## config.mk

```make
export PLATFORM = sky130hd
export DESIGN_NAME = tile_chimney
export DESIGN_NICKNAME = d
export VERILOG_FILES = /design/src/rtl/tile_pkg.sv /design/src/rtl/noc_pkg.sv /design/src/rtl/noc_in_fifo.sv /design/src/rtl/tile_chimney.sv
export SDC_FILE = /design/constraint.sdc
export NUM_CORES = 1
export LEC_CHECK = 0
export ABC_CLOCK_PERIOD_IN_PS = 7700
export BUFFER_PORTS_ARGS = -buffer_cell sky130_fd_sc_hd__buf_2
export CAP_MARGIN = 20
export CELL_PAD_IN_SITES_DETAIL_PLACEMENT = 1
export CELL_PAD_IN_SITES_GLOBAL_PLACEMENT = 2
export CORE_ASPECT_RATIO = 1.25
export CORE_UTILIZATION = 31
export DETAILED_ROUTE_END_ITERATION = 7
export PLACE_DENSITY = 0.83
export SETUP_SLACK_MARGIN = 0.2
export SKIP_LAST_GASP = 1
export SLEW_MARGIN = 40
export SYNTH_ARGS = -nofsm -noshare
export SYNTH_HDL_FRONTEND = slang
export SYNTH_HIERARCHICAL = 1
export SYNTH_SLANG_ARGS = --single-unit
```

## constraint.sdc

```tcl
create_clock -name clk_i -period 7.7 [get_ports clk_i]
set_input_delay 1.155 -clock clk_i [delete_from_list [all_inputs] [get_ports clk_i]]
set_output_delay 1.155 -clock clk_i [all_outputs]
set_load 0.01 [all_outputs]
```

## src/rtl/tile_pkg.sv

```systemverilog
//////////////////////////////////////////////////////////////////////
// Tile-local types: scratchpad address and data words, the core
// request and response strobes
//////////////////////////////////////////////////////////////////////

package tile_pkg;

  // Scratchpad word address and data word
  typedef logic [7:0]  spm_addr_t;
  typedef logic [31:0] spm_data_t;

  // Mesh coordinate {x, y} as the core sees it, x in the upper two bits
  typedef logic [3:0] core_coord_t;
  // Transaction tag returned with a response
  typedef logic [3:0] core_tag_t;

  typedef struct packed {
    logic        valid;
    logic        write;
    core_coord_t dst;
    spm_addr_t   addr;
    spm_data_t   wdata;
  } core_req_t;

  typedef struct packed {
    logic        valid;
    core_tag_t   tag;
    core_coord_t src;
    spm_data_t   rdata;
  } core_rsp_t;

endpackage

```

## src/rtl/noc_pkg.sv

```systemverilog
//////////////////////////////////////////////////////////////////////
// Mesh network types: tile coordinate, port directions, flit kinds,
// the single-flit packet and the XY routing rule
//////////////////////////////////////////////////////////////////////

package noc_pkg;

  typedef struct packed {
    logic [1:0] x;
    logic [1:0] y;
  } coord_t;

  // Router ports, the four mesh links first
  typedef enum logic [2:0] {
    North = 3'd0,
    East  = 3'd1,
    South = 3'd2,
    West  = 3'd3,
    Eject = 3'd4
  } dir_e;

  localparam int unsigned NumPorts = 5;

  typedef enum logic [1:0] {
    KindRead  = 2'd0,
    KindWrite = 2'd1,
    KindRsp   = 2'd2
  } flit_kind_e;

  typedef logic [3:0] tag_t;

  typedef struct packed {
    logic                valid;
    coord_t              dst;
    coord_t              src;
    flit_kind_e          kind;
    tag_t                tag;
    tile_pkg::spm_addr_t addr;
    tile_pkg::spm_data_t data;
  } noc_flit_t;

  // Dimension order, X resolved before Y
  function automatic dir_e xy_route(coord_t own, coord_t dst);
    if (dst.x > own.x) return East;
    if (dst.x < own.x) return West;
    if (dst.y > own.y) return South;
    if (dst.y < own.y) return North;
    return Eject;
  endfunction

endpackage

```

## src/rtl/noc_in_fifo.sv

```systemverilog
//////////////////////////////////////////////////////////////////////
// Flit FIFO with first-word fall-through and a sticky overflow flag
//////////////////////////////////////////////////////////////////////

module noc_in_fifo #(
  parameter int unsigned Depth = 2
) (
  input  logic               clk_i,
  input  logic               arst_n_i,
  input  logic               push_i,
  input  noc_pkg::noc_flit_t flit_i,
  input  logic               pop_i,
  output noc_pkg::noc_flit_t flit_o,
  output logic               overflow_o
);
  import noc_pkg::*;

  localparam int unsigned PtrW = (Depth > 1) ? $clog2(Depth) : 1;

  typedef logic [PtrW-1:0] ptr_t;
  typedef logic [PtrW:0]   cnt_t;

  noc_flit_t mem_q [Depth];
  ptr_t      wr_ptr_q, rd_ptr_q;
  cnt_t      count_q;
  logic      overflow_q;
  logic      empty, full, do_push, do_pop;

  function automatic ptr_t next_ptr(ptr_t ptr);
    return (ptr == ptr_t'(Depth - 1)) ? '0 : ptr + 1'b1;
  endfunction

  assign empty   = (count_q == '0);
  assign full    = (count_q == cnt_t'(Depth));
  assign do_pop  = pop_i && !empty;
  // A full buffer still takes a flit when its head leaves in the same cycle
  assign do_push = push_i && (!full || do_pop);

  always_ff @(posedge clk_i or negedge arst_n_i) begin
    if (!arst_n_i) begin
      wr_ptr_q   <= '0;
      rd_ptr_q   <= '0;
      count_q    <= '0;
      overflow_q <= 1'b0;
    end else begin
      if (do_push) wr_ptr_q <= next_ptr(wr_ptr_q);
      if (do_pop) rd_ptr_q <= next_ptr(rd_ptr_q);
      if (do_push != do_pop) count_q <= do_push ? count_q + 1'b1 : count_q - 1'b1;
      if (push_i && !do_push) overflow_q <= 1'b1;
    end
  end

  always_ff @(posedge clk_i) begin
    if (do_push) mem_q[wr_ptr_q] <= flit_i;
  end

  always_comb begin
    flit_o       = mem_q[rd_ptr_q];
    flit_o.valid = !empty;
  end

  assign overflow_o = overflow_q;

endmodule

```

## src/rtl/tile_chimney.sv

```systemverilog
//////////////////////////////////////////////////////////////////////
// Network interface: packs core requests into flits, queues them for
// injection and sorts ejected flits into core responses and
// scratchpad requests
//////////////////////////////////////////////////////////////////////

module tile_chimney #(
  parameter int unsigned InFifoDepth = 2
) (
  input  logic                clk_i,
  input  logic                arst_n_i,
  input  noc_pkg::coord_t     id_i,
  input  tile_pkg::core_req_t core_req_i,
  output tile_pkg::core_rsp_t core_rsp_o,
  output noc_pkg::noc_flit_t  inject_flit_o,
  input  noc_pkg::noc_flit_t  eject_flit_i,
  output noc_pkg::noc_flit_t  spm_req_o,
  input  noc_pkg::noc_flit_t  spm_rsp_i,
  output logic                overflow_o
);
  import noc_pkg::*;
  import tile_pkg::*;

  tag_t      tag_q;
  noc_flit_t core_flit, queue_head;
  logic      queue_pop;

  /////////////////////////////////////////////////////////////////////
  // Request path
  /////////////////////////////////////////////////////////////////////

  always_comb begin
    core_flit.valid = core_req_i.valid;
    core_flit.dst   = coord_t'(core_req_i.dst);
    core_flit.src   = id_i;
    core_flit.kind  = core_req_i.write ? KindWrite : KindRead;
    core_flit.tag   = tag_q;
    core_flit.addr  = core_req_i.addr;
    core_flit.data  = core_req_i.wdata;
  end

  // One tag per accepted request, wraps at 16
  always_ff @(posedge clk_i or negedge arst_n_i) begin
    if (!arst_n_i) begin
      tag_q <= '0;
    end else if (core_req_i.valid) begin
      tag_q <= tag_q + 1'b1;
    end
  end

  noc_in_fifo #(
    .Depth(InFifoDepth)
  ) i_inject_queue (
    .clk_i,
    .arst_n_i,
    .push_i    (core_req_i.valid),
    .flit_i    (core_flit),
    .pop_i     (queue_pop),
    .flit_o    (queue_head),
    .overflow_o(overflow_o)
  );

  // Scratchpad responses go first, the queue waits a cycle
  assign queue_pop     = queue_head.valid && !spm_rsp_i.valid;
  assign inject_flit_o = spm_rsp_i.valid ? spm_rsp_i : queue_head;

  /////////////////////////////////////////////////////////////////////
  // Eject path
  /////////////////////////////////////////////////////////////////////

  always_comb begin
    core_rsp_o.valid = eject_flit_i.valid && (eject_flit_i.kind == KindRsp);
    core_rsp_o.tag   = core_tag_t'(eject_flit_i.tag);
    core_rsp_o.src   = core_coord_t'(eject_flit_i.src);
    core_rsp_o.rdata = eject_flit_i.data;
  end

  always_comb begin
    spm_req_o       = eject_flit_i;
    spm_req_o.valid = eject_flit_i.valid && (eject_flit_i.kind != KindRsp);
  end

endmodule

```

# Word level (Yosys, flattened, before mapping)
# Memories as Yosys holds them, arrays and structs flattened.
# Cells that the tools add are included.
[totals] register_bits=9 mem_bits_rw=108 in_bits=162 output_inout_bits=152 wordCells=34 mem_count=1
[classes] add_sub_neg=5 eq_ne=4 mux=7 n_reduce_logical=12
[memory_table] memory="i_inject_queue.mem_q" words=2 word_bits=54 rd=1 rd_clocked_by_memory_dff=0 wr=1 line="noc_in_fifo.sv:23" source="noc_flit_t mem_q [Depth];"
[ops] cell="55-bit two-way mux" count=1
[ops] cell="1-bit logical AND" count=6
[ops] cell="1-bit two-way mux" count=5
[ops] cell="4-bit by 1-bit adder with 4-bit output (second input constant)" count=1
[ops] cell="2-bit == test (second input constant)" count=2
[ops] cell="1-bit zero test" count=4
[ops] cell="1-bit adder (second input constant)" count=2
[ops] cell="2-bit by 1-bit adder with 2-bit output (second input constant)" count=1
[ops] cell="2-bit zero test" count=1
[ops] cell="2-bit two-way mux" count=1
[ops] cell="2-bit != test (second input constant)" count=1
[ops] cell="2-bit by 1-bit subtractor with 2-bit output (second input constant)" count=1
[ops] cell="1-bit logical OR" count=1
[ops] cell="1-bit != test" count=1

# Depth between registers and ports, before layout
# Gate-level depths: netlist of run 1.
[logic_depth] ltp_word=8 depth_mapped=6 mapped_depth_nobuf=5

# Cells and area by module
# The synthesis of run 1 kept the hierarchy.
[by_module_without_submodules] mod="noc_in_fifo" n_inst=1 cells_each=194 area_per_inst_um2=4150.2 seq_area_each_um2=3368.2
[by_module_without_submodules] mod="tile_chimney" n_inst=1 cells_each=171 area_per_inst_um2=1711.6 seq_area_each_um2=100.1

# Worst setup path before layout of run 1
# Ideal clock, no wire load.
[synth_timing] path_type="input -> register" from="in spm_rsp_i[54] (netlist bit)" to="mem i_inject_queue/mem_q[0][0] (netlist bit), enable pin" setup_ps=466 t_arrival_ps=4195 required_time_ps=7234 setup_slack_ps=3038 stages=6 path_buffers=2 path_cell_list="buf_6 buf_6 nor2b_1 or3b_1 nand2_2 nor2_1"
[synth_between] elab_chain_cells=7
[synth_lines] item="start: declaration" line="tile_chimney.sv:18" source="input noc_pkg::noc_flit_t spm_rsp_i,"
[synth_lines] item="1-bit zero test" line="tile_chimney.sv:64" source="assign queue_pop = queue_head.valid && !spm_rsp_i.valid;"
[synth_lines] item="1-bit logical AND" line="tile_chimney.sv:64"
[synth_lines] item="via queue_pop" line="tile_chimney.sv:26" source="logic queue_pop;"
[synth_lines] item="1-bit logical AND" line="noc_in_fifo.sv:35" source="assign do_pop = pop_i && !empty;"
[synth_lines] item="1-bit logical OR" line="noc_in_fifo.sv:37" source="assign do_push = push_i && (!full || do_pop);"
[synth_lines] item="1-bit logical AND" line="noc_in_fifo.sv:37"
[synth_lines] item="1-bit two-way mux" line="noc_in_fifo.sv:54" source="if (do_push) mem_q[wr_ptr_q] <= flit_i;"
[synth_lines] item="1-bit two-way mux (implied by the code)" line="noc_in_fifo.sv:54"
[synth_lines] item="end: declaration" line="noc_in_fifo.sv:23"
# The timed path passes the listed nets, and every way through them passes these cells.

==> metrics.txt, run 1 <==
post-CTS setup repair buffer count 0; synthesized area per cell approximately 16 sq um; crit path time final ~3400 ps; Peak VDD IR 0.147 mV; Core ar. ~0.018 sq mm; Pins Over Slew Limit 0; Die Ht 156 um; Worst Tran Pin Value 768 ps; critical-path cell list buf_6 -> mux2_2 -> buf_2; Setup violations, final 0; number of CTS-inserted buffers 17; WHS about 500 ps; DRC viols ~110; Net Sw Frac a little over a quarter; global-route wire length before repair 19000 um; hold_buf cts 0; area delta synth->final 17.1%; slowest CP cell buf_6; initial drt markers approximately 220; P_int between 1.5 and 2 mW; Pwr Total roughly 2.4 mW; RSZ-0062 raised after global routing false; TritonCTS clock tree built; Post-Syn Area around 0.006 sq mm; status finished, violations left; Hold Path End i_inject_queue/overflow_o$_DFFE_PN0P_; startpoint types input pin; FILL cells 1933; largest net degree at the start of global routing 57; number of synthesized register bits 117; Initial Util approximately a third; antenna violations before repair 2; FP Rows 55; Reg2Reg Depth 6; P_sw approximately 0.66 mW; worst min path class register to register; Resized Gates After CTS 0; grt ovf 0; H-tree levels 4; GRT Overall Usage a little over an eighth; Die Width 125 um; # nets final a little over 600; Max Clock Freq just under 0.3 GHz; TritonCTS sink count roughly 120; Pleak about 2.8 nW; RR Startpoint i_inject_queue/count_q[0]$_DFFE_PN0P_; Clock power frac 34.1%; Bufs and invs on worst path 2; Hold Path Stages 1; Clock transition at path regs ~50 ps; Vias/cell roughly 4.5; relative slew slack between 40% and 50%; Fin. Hold Viols 0; setup TNS 0 ps; hpwl dp about 8400 um; crit-path max FO between 50 and 60; hold_sp i_inject_queue/overflow_o$_DFFE_PN0P_; Layout Skew slightly above 8 ps; critical path depth 3; P per Cell Area 347 mW/mm^2; Root Buffer clkbuf_16; Finished Core Util between 30% and 40%; via count 3105; Clk Latency, worst-skew pair ~400 ps; DRT antenna net count 0; vias in the first global route about 3500; total I/O pin count about 310; sequential area share after synthesis between 50% and 60%; Tcrit/Tclk final ~44%; final WL ~12000 um; drt wl/cell around 18 um; clk buf depth 2; # port buffers approximately 170; Critical Path End Type output port; reg2reg end i_inject_queue/mem_q[0][50]$_DFFE_PP_; Crit Path Category input pin to output port; Worst EP arrival between 2000 and 2500 ps; Top Family by Delay on Critical Path buffers and inverters; MaxCap Viol Count 0; Worst R2R Setup Slack 5140 ps; worst path required time 6550 ps; warnings from Yosys 6; part of the power in combinational logic 26.7%; CP peak stage delay just over 500 ps; post-synth cell types 28; Placer Congestion around 0.66; 1st-pass router iterations 6; violated checks DRC; part of the power in registers about two fifths; die area between 0.015 and 0.02 sq mm; layout cells sized above 1 about 56%; Mapped Cells approximately 370
-- sequential cells by signal (all words and copies together) (netlist names) --
signal / flops
tag_q: 4
i_inject_queue/count_q: 2
i_inject_queue/rd_ptr_q: 1
i_inject_queue/mem_q: 108
i_inject_queue/overflow_o: 1
i_inject_queue/wr_ptr_q: 1
-- metrics by stage --
| step | instance area [sq um] | cells | setup WS, ps |
|---|---|---|---|
| finish | 6860 | 695 | 4290 |
| global route | 6860 | 693 | 4220 |
| CTS | 6840 | 692 | 4250 |
| detailed placement | 6230 | 660 | 4170 |
| global placement | 6220 | 660 | 4110 |
| floorplan | 5870 | 366 | 3040 |
-- layer usage --
| layer | global-route usage [%] | part of all wire [%] |
|---|---|---|
| met1 | 12.9 | 34 |
| met2 | 24.7 | 55 |
| met3 | 3.88 | 7.8 |
| met4 | 7.55 | 2.6 |
| met5 | 0 | 0 |
-- area by class of cell --
class	instances	area (sq um)	share of cell area, %
diodes	2	5.00	0.0729
clock buffers	18	429	6.25
clock inverters	14	184	2.68
inverters	3	11.3	0.164
multi-input cells	140	1590	23.1
flip-flops and latches	117	3470	50.5
well taps	228	285	4.16
repair buffers	173	895	13.0
-- worst register-to-register path: cells and delay by family, from the launching register on --
family	cells	cell delay, ps
buffers and inverters	1	650
flip-flops	1	440
AND/OR/NAND/NOR	5	1080
-- cell usage after synthesis --
cell type,instances,share of area [%]
nand2_2,1,0.11
or3b_1,1,0.15
a31o_1,1,0.15
xnor2_1,4,0.60
ha_1,1,0.21
buf_2,2,0.17
xor2_1,2,0.30
a21oi_1,2,0.17
nand4_1,1,0.11
a22oi_1,1,0.13
inv_1,3,0.19
or2_2,1,0.11
nor2b_1,2,0.21
mux2i_1,1,0.17
buf_4,99,13
mux2_4,38,9.7
mux2_2,17,3.3
and3_1,2,0.21
nand2b_1,1,0.11
nor2_1,2,0.13
buf_6,5,0.96
nand2_1,3,0.19
conb_1,1,0.064
edfxtp_1,108,55
dfrtp_1,9,3.8
or2_1,2,0.21
a21boi_0,1,0.13
mux2_1,54,10
-- power by group through the flow --
stage | Clock (mW) | Combinational (mW) | Sequential [mW]
3_3_place_gp | 0 | 0.622 | 0.936
6_report | 0.814 | 0.637 | 0.934
4_1_cts | 0.840 | 0.648 | 0.936
5_1_grt | 0.864 | 0.699 | 0.952
3_5_place_dp | 0 | 0.644 | 0.948
2_1_floorplan | 0 | 0.488 | 0.935
-- cells in the final DEF, fill, tap and decap left out, drive strengths merged, types with 3 or more instances in the layout --
cell type	instances
edfxtp	108
dfrtp	9
nand2	4
clkbuf	18
mux2	109
or2	3
xnor2	4
buf	173
clkinv	5
clkinvlp	4
inv	4
bufinv	4
-- logic make-up after synthesis --
logic type,share of synthesized area (%)
DFF,59.2
muxes,23.5
buffers and inverters,14.0
and+or+nand+nor,1.54
xor gates and xnor gates,0.896
AOI/OAI and AO/OA,0.576
adders and majority gates,0.213
other,0.0640
-- worst max path at each step --
stage                                             to           from  slack (ps)
2_1_floorplan   i_inject_queue/mem_q[0][0]$_DFFE_PP_  spm_rsp_i[54]        3040
3_3_place_gp                        inject_flit_o[5]  spm_rsp_i[54]        4110
3_5_place_dp   i_inject_queue/mem_q[0][48]$_DFFE_PP_  spm_rsp_i[54]        4170
4_1_cts                             inject_flit_o[2]  spm_rsp_i[54]        4250
5_1_grt                             inject_flit_o[5]  spm_rsp_i[54]        4220
6_report                            inject_flit_o[2]  spm_rsp_i[54]        4290
(Power assumes the default switching activity.)
==> inputs of run 2 (changes only) <==
ABC_CLOCK_PERIOD_IN_PS = 3450   (was 7700)
CORE_UTILIZATION = 29   (was 31)
PLACE_DENSITY = 0.79   (was 0.83)
clock period = 3.45 ns   (was 7.7 ns; I/O delays follow)
==> run 2 against run 1 <==
  * The flow now finishes without violations
  * Clock skew about the same
  * Sequential cell count stayed put
  * Clock power rose by 100%
  * Cell area grew 0.20%
  * Combinational power rose by 120%
  * First-iteration DRC count decreased by 68%
  * Critical path type is now register to output port
==> metrics.txt, run 2 (same netlist as run 1, synthesis figures left out) <==
TritonCTS sink count 117; Peak VDD IR ~0.29 mV; number of CTS-inserted buffers 17; P per Cell Area approximately 750 mW/mm^2; Layout Skew around 8.4 ps; GRT Overall Usage about 12%; # nets final a little over 600; Die Width 129 um; post-placement cell area ~0.0063 sq mm; Multi-input gate area between 0.0015 and 0.002 sq mm; # port buffers 169; via count 3136; most common cell after layout, fill and taps aside buf_2; largest net degree at the start of global routing 56; Tcrit/Tclk final between 70% and 80%; grt met3 use under 10%; vias in the first global route between 3000 and 4000; clk buf depth 2; Die Ht 161 um; Reg area between 0.003 and 0.004 sq mm; area delta synth->final 17.3%; relative slew slack between 40% and 50%; crit-path max FO 20; H-tree levels 4; WHS between 200 and 300 ps; setup TNS 0 ps; largest registers i_inject_queue/mem_q (108), tag_q (4), i_inject_queue/count_q (2); DRT antenna net count 0; total I/O pin count roughly 310; Pleak around 2.8 nW; worst min path class input pin to register; most frequent cells in the layout 168 x buf_2, 108 x edfxtp_1, 54 x mux2_1, 38 x mux2_4; Clock transition at path regs approximately 50 ps; crit path time final 2720 ps; pre-CTS WS 797 ps; FILL cells about 2100; Setup violations, final 0; Post-Layout Cell Count approximately 740; layout cells sized above 1 ~56%; worst path required time between 2000 and 3000 ps; global-route wire length before repair 18700 um; Root Buffer clkbuf_16; Inst Count DP 701; MaxCap Viol Count 0; post-CTS setup repair buffer count 0; die area 0.0208 sq mm; Max Clock Freq around 0.37 GHz; Fin. Hold Viols 0; startpoint types register; initial drt markers 70; Worst EP arrival roughly 2200 ps; Clk Latency, worst-skew pair between 400 and 500 ps; drt wl/cell 16.8 um; RR Startpoint i_inject_queue/count_q[0]$_DFFE_PN0P_; Vias/cell between 4 and 5; Core ar. ~0.020 sq mm; Resized Gates After CTS 0; TritonCTS clock tree built; hpwl dp ~9000 um; fin area just under 0.007 sq mm; hold_sp core_req_i[39]; Initial Util 29.9%; DRC viols 0; antenna violations before repair 2; Placer Congestion around 0.66; Setup crit start i_inject_queue/rd_ptr_q$_DFFE_PN0P_; final worst slack around 730 ps; Largest Register i_inject_queue/mem_q; 1st-pass router iterations 4; hold_buf cts 1; RSZ-0062 raised after global routing false; max reg flops 108; Worst Tran Pin Value 775 ps; Crit Path Category register to output port; final WL between 10000 and 15000 um; grt ovf 0; status finished clean; Finished Core Util 35.1%; Pins Over Slew Limit 0; busiest grt layer met2; M1 GR Usage 11.4%; GR Util met2 22.9%; Critical Path End Type output port; Pwr Total a little over 5 mW; FP Rows between 50 and 60
## run 2: cell count changes in the layout (fill, tap and decap cells not counted), sizes merged
cell / previous run / this run
buf: 173 / 176
diode: 2 / 1
bufinv: 4 / 2
clkinv: 5 / 7
inv: 4 / 3
dlygate4sd3: 0 / 1
clkbuf: 18 / 21
clkinvlp: 4 / 2
## run 2: area by class of cell
cell class,instances,area share (%)
multi-input cells,140,23.0
flip-flops and latches,117,50.4
inverters,3,0.164
diodes,1,0.0364
well taps,265,4.82
clock buffers,21,6.40
clock inverters,11,1.60
repair buffers,177,13.5
## run 2: power breakdown
part | total [mW] | switching, mW | internal (mW)
clock | 1.64 | 0.595 | 1.05
sequential | 2.12 | 0.155 | 1.97
combinational | 1.39 | 0.698 | 0.695
## run 2: worst max-delay path: stages (launching register included)
cell	delay (ps)
dfrtp_2	610
buf_4	380
mux2_1	390
mux2_4	270
buf_2	140
## run 2: final timing paths
check,endpoint,slack [ps],cells past startpoint
min in group asynchronous,tag_q[0]$_DFFE_PN0P_,490,2
worst min register to register,i_inject_queue/mem_q[0][43]$_DFFE_PP_,490,0
worst max register to register,i_inject_queue/mem_q[1][30]$_DFFE_PP_,900,5
worst max-delay path,inject_flit_o[24],730,4
max in group asynchronous,i_inject_queue/rd_ptr_q$_DFFE_PN0P_,2740,2
worst min-delay path,i_inject_queue/mem_q[1][39]$_DFFE_PP_,290,1
## run 2: per-layer routing
| metal | vias to the layer above | routed length (um) |
|---|---|---|
| met4 | 0 | 495 |
| met5 | - | 0 |
| met2 | 124 | 6890 |
| li1 | 1419 | - |
| met3 | 56 | 784 |
| met1 | 1537 | 4190 |
==> inputs of run 3 (changes only) <==
ABC_AREA = 1   (was not set)
ABC_CLOCK_PERIOD_IN_PS = 2700   (was 3450)
CORE_UTILIZATION = 25   (was 29)
PLACE_DENSITY = 0.77   (was 0.79)
clock period = 2.7 ns   (was 3.45 ns; I/O delays follow)
==> run 3 against run 2 <==
  * The flow now finishes with violations (DRC)
  * Synthesized cell count is 67% higher
  * Cell area is 0.62% higher
  * Combinational power is 35% higher
  * Die area is 15% higher
  * Clock-buffer cell count is 4 lower
  * Clock power is 52% higher
  * First-iteration DRC count grew to 2.7 times the previous value
  * Via count is 28% higher
  * Sequential power is 25% higher
  * Largest cell class unchanged
  * Highest routed layer is now met5
==> metrics.txt, run 3 <==
status finished, violations left; largest registers i_inject_queue/mem_q (108), tag_q (4), i_inject_queue/count_q (2); synthesized area per cell ~9.5 sq um; fin area a little under 0.007 sq mm; P per Cell Area approximately 1000 mW/mm^2; DRT antenna net count 0; most frequent cells in the layout 337 x nand2_1, 169 x buf_2, 108 x edfxtp_1, 17 x clkbuf_16, 12 x inv_1; Clock power frac a little over a third; number of synthesized register bits 117; initial drt markers 191; Max Clock Freq roughly 0.46 GHz; setup TNS 0 ps; Net Sw Frac 32.2%; 1st-pass router iterations 6; Yosys top cell area share between 50% and 60%; layout cells sized above 1 31.3%; Tcrit/Tclk final between 80% and 90%; Reg area roughly 0.0035 sq mm; TritonCTS sink count approximately 120; Die Width 139 um; Pleak between 3 and 4 nW; Root Buffer clkbuf_16; post-CTS setup repair buffer count 0; Worst EP arrival about 1800 ps; Critical Path End Type output port; MaxCap Viol Count 0; final WL around 14000 um; crit path time final 2200 ps; Setup violations, final 0; Placer Congestion approximately 0.69; grt met3 use under 10%; TritonCTS clock tree built; WHS roughly 190 ps; DRC viols 32; Pwr Total roughly 7 mW; hpwl dp slightly below 10000 um; crit-path max FO between 50 and 60; vias in the first global route between 4000 and 5000; busiest grt layer met2; Post-Layout Cell Count just under 1000; RSZ-0062 raised after global routing false; clk buf depth 2; asr flop ratio synth 7.69%; antenna violations before repair 1; relative slew slack about three fifths; worst min path class input pin to register; sequential area share after synthesis approximately three fifths; total I/O pin count 314; P_sw approximately 2.3 mW; FILL cells 2647; Layout Skew 6.34 ps; area delta synth->final 18.8%; Pins Over Slew Limit 0; Crit Path Category register to output port; # nets final ~860; worst path required time 2300 ps; post-synth cell types 22; GR Util met2 a little over a fifth; part of the power in registers a little under two fifths; post-placement cell area roughly 0.0063 sq mm; # port buffers between 150 and 200; most instantiated cells after synthesis 337 x nand2_1, 108 x edfxtp_1, 100 x buf_4; Vias/cell around 4.0; largest cells by area after synthesis edfxtp_1 56%, nand2_1 22%, buf_4 13%; Diodes inserted 0; cell accounting for the most synthesized area edfxtp_1; drt wl/cell between 10 and 15 um; GRT Overall Usage about 12%; Core ar. approximately 0.023 sq mm; FP Rows between 60 and 70; Post-Syn Area 0.00582 sq mm; Worst Tran Pin Value just over 600 ps; M1 GR Usage between 10% and 20%; grt ovf 0; Largest Register i_inject_queue/mem_q; max reg flops approximately 110; most common cell after layout, fill and taps aside nand2_1; count leader, synth nand2_1; part of the power in combinational logic roughly 27%; Multi-input gate area between 0.001 and 0.0015 sq mm; warnings from Yosys 6; Clk Latency, worst-skew pair about 400 ps; Peak VDD IR between 0.4 and 0.5 mV; H-tree levels 4; largest net degree at the start of global routing 56; Clock transition at path regs approximately 60 ps; Mapped Cells about 600; violated checks DRC; die area about 0.024 sq mm; global-route wire length before repair between 20000 and 25000 um; startpoint types register; Inst Count DP ~960; leading register cell type out of synthesis edfxtp_1; via count 4023; Fin. Hold Viols 0; Initial Util between 20 and 30%; number of CTS-inserted buffers 17; Post-synth EDFFs roughly 110; Die Ht between 150 and 200 um; P_int roughly 4.8 mW
-- run 3: per-stage QoR --
step	worst slack (ps)	utilization (%)
5_1_grt	273	30.2
6_report	502	30.2
3_5_place_dp	717	27.4
4_1_cts	393	30.2
3_3_place_gp	753	27.4
2_1_floorplan	-305	-
-- run 3: repair_timing --
item | CTS | global route
resized for setup | 0 | 0
hold buffers | 1 | 0
endpoints found under the hold margin | 9 | 0
-- run 3: per-layer routing --
| layer | routed length, um | share of wire, % | vias to the layer above |
|---|---|---|---|
| li1 | - | - | 2009 |
| met1 | 5630 | 39 | 1832 |
| met2 | 7130 | 50 | 117 |
| met3 | 959 | 6.7 | 63 |
| met4 | 606 | 4.2 | 2 |
| met5 | 13 | 0.091 | - |
-- run 3: cells by family (layout without fill, tap and decap cells) --
group	count (synthesis)	after routing	synth area share, %
simple gates	350	350	22.9
buf+inv	131	227	16.0
flops	117	117	59.5
compound gates	6	6	0.687
xor+xnor	4	4	0.601
fa+ha+maj	1	1	0.215
other cells	1	2	0.0644
-- run 3: final timing paths --
path / startpoint / to / slack [ps] / cells after the start
max in group asynchronous: arst_n_i / i_inject_queue/rd_ptr_q$_DFFE_PN0P_ / 2090 / 2
min: core_req_i[18] / i_inject_queue/mem_q[1][18]$_DFFE_PP_ / 190 / 1
max reg2reg: i_inject_queue/count_q[1]$_DFFE_PN0P_ / i_inject_queue/mem_q[1][33]$_DFFE_PP_ / 710 / 8
min reg2reg: i_inject_queue/overflow_o$_DFFE_PN0P_ / i_inject_queue/overflow_o$_DFFE_PN0P_ / 500 / 2
min in group asynchronous: arst_n_i / tag_q[3]$_DFFE_PN0P_ / 390 / 2
max: i_inject_queue/rd_ptr_q$_DFFE_PN0P_ / inject_flit_o[3] / 500 / 6
-- run 3: layout make-up --
type                    count  share of cell area (%)
inverters                  15                   0.850
well taps                 288                    5.21
multi-input cells         363                    20.9
clock buffers              17                    6.15
flip-flops and latches    117                    50.1
clock inverters            14                    3.24
repair buffers            181                    13.6
-- run 3: critical path: stages, from the launching register on --
cell,delay (ps)
dfrtp_2,420
inv_4,450
nand2_1,110
nand2_1,110
nand2_1,80
nand2_1,80
buf_2,120
-- run 3: power by group through the flow --
| stage | Combinational, mW | Clock, mW | Sequential [mW] |
|---|---|---|---|
| after floorplan | 1.41 | 0 | 2.66 |
| final | 1.88 | 2.49 | 2.65 |
| after detailed placement | 1.96 | 0 | 2.70 |
| after global routing | 2.18 | 2.62 | 2.70 |
| after CTS | 1.97 | 2.56 | 2.66 |
| after global placement | 1.94 | 0 | 2.67 |
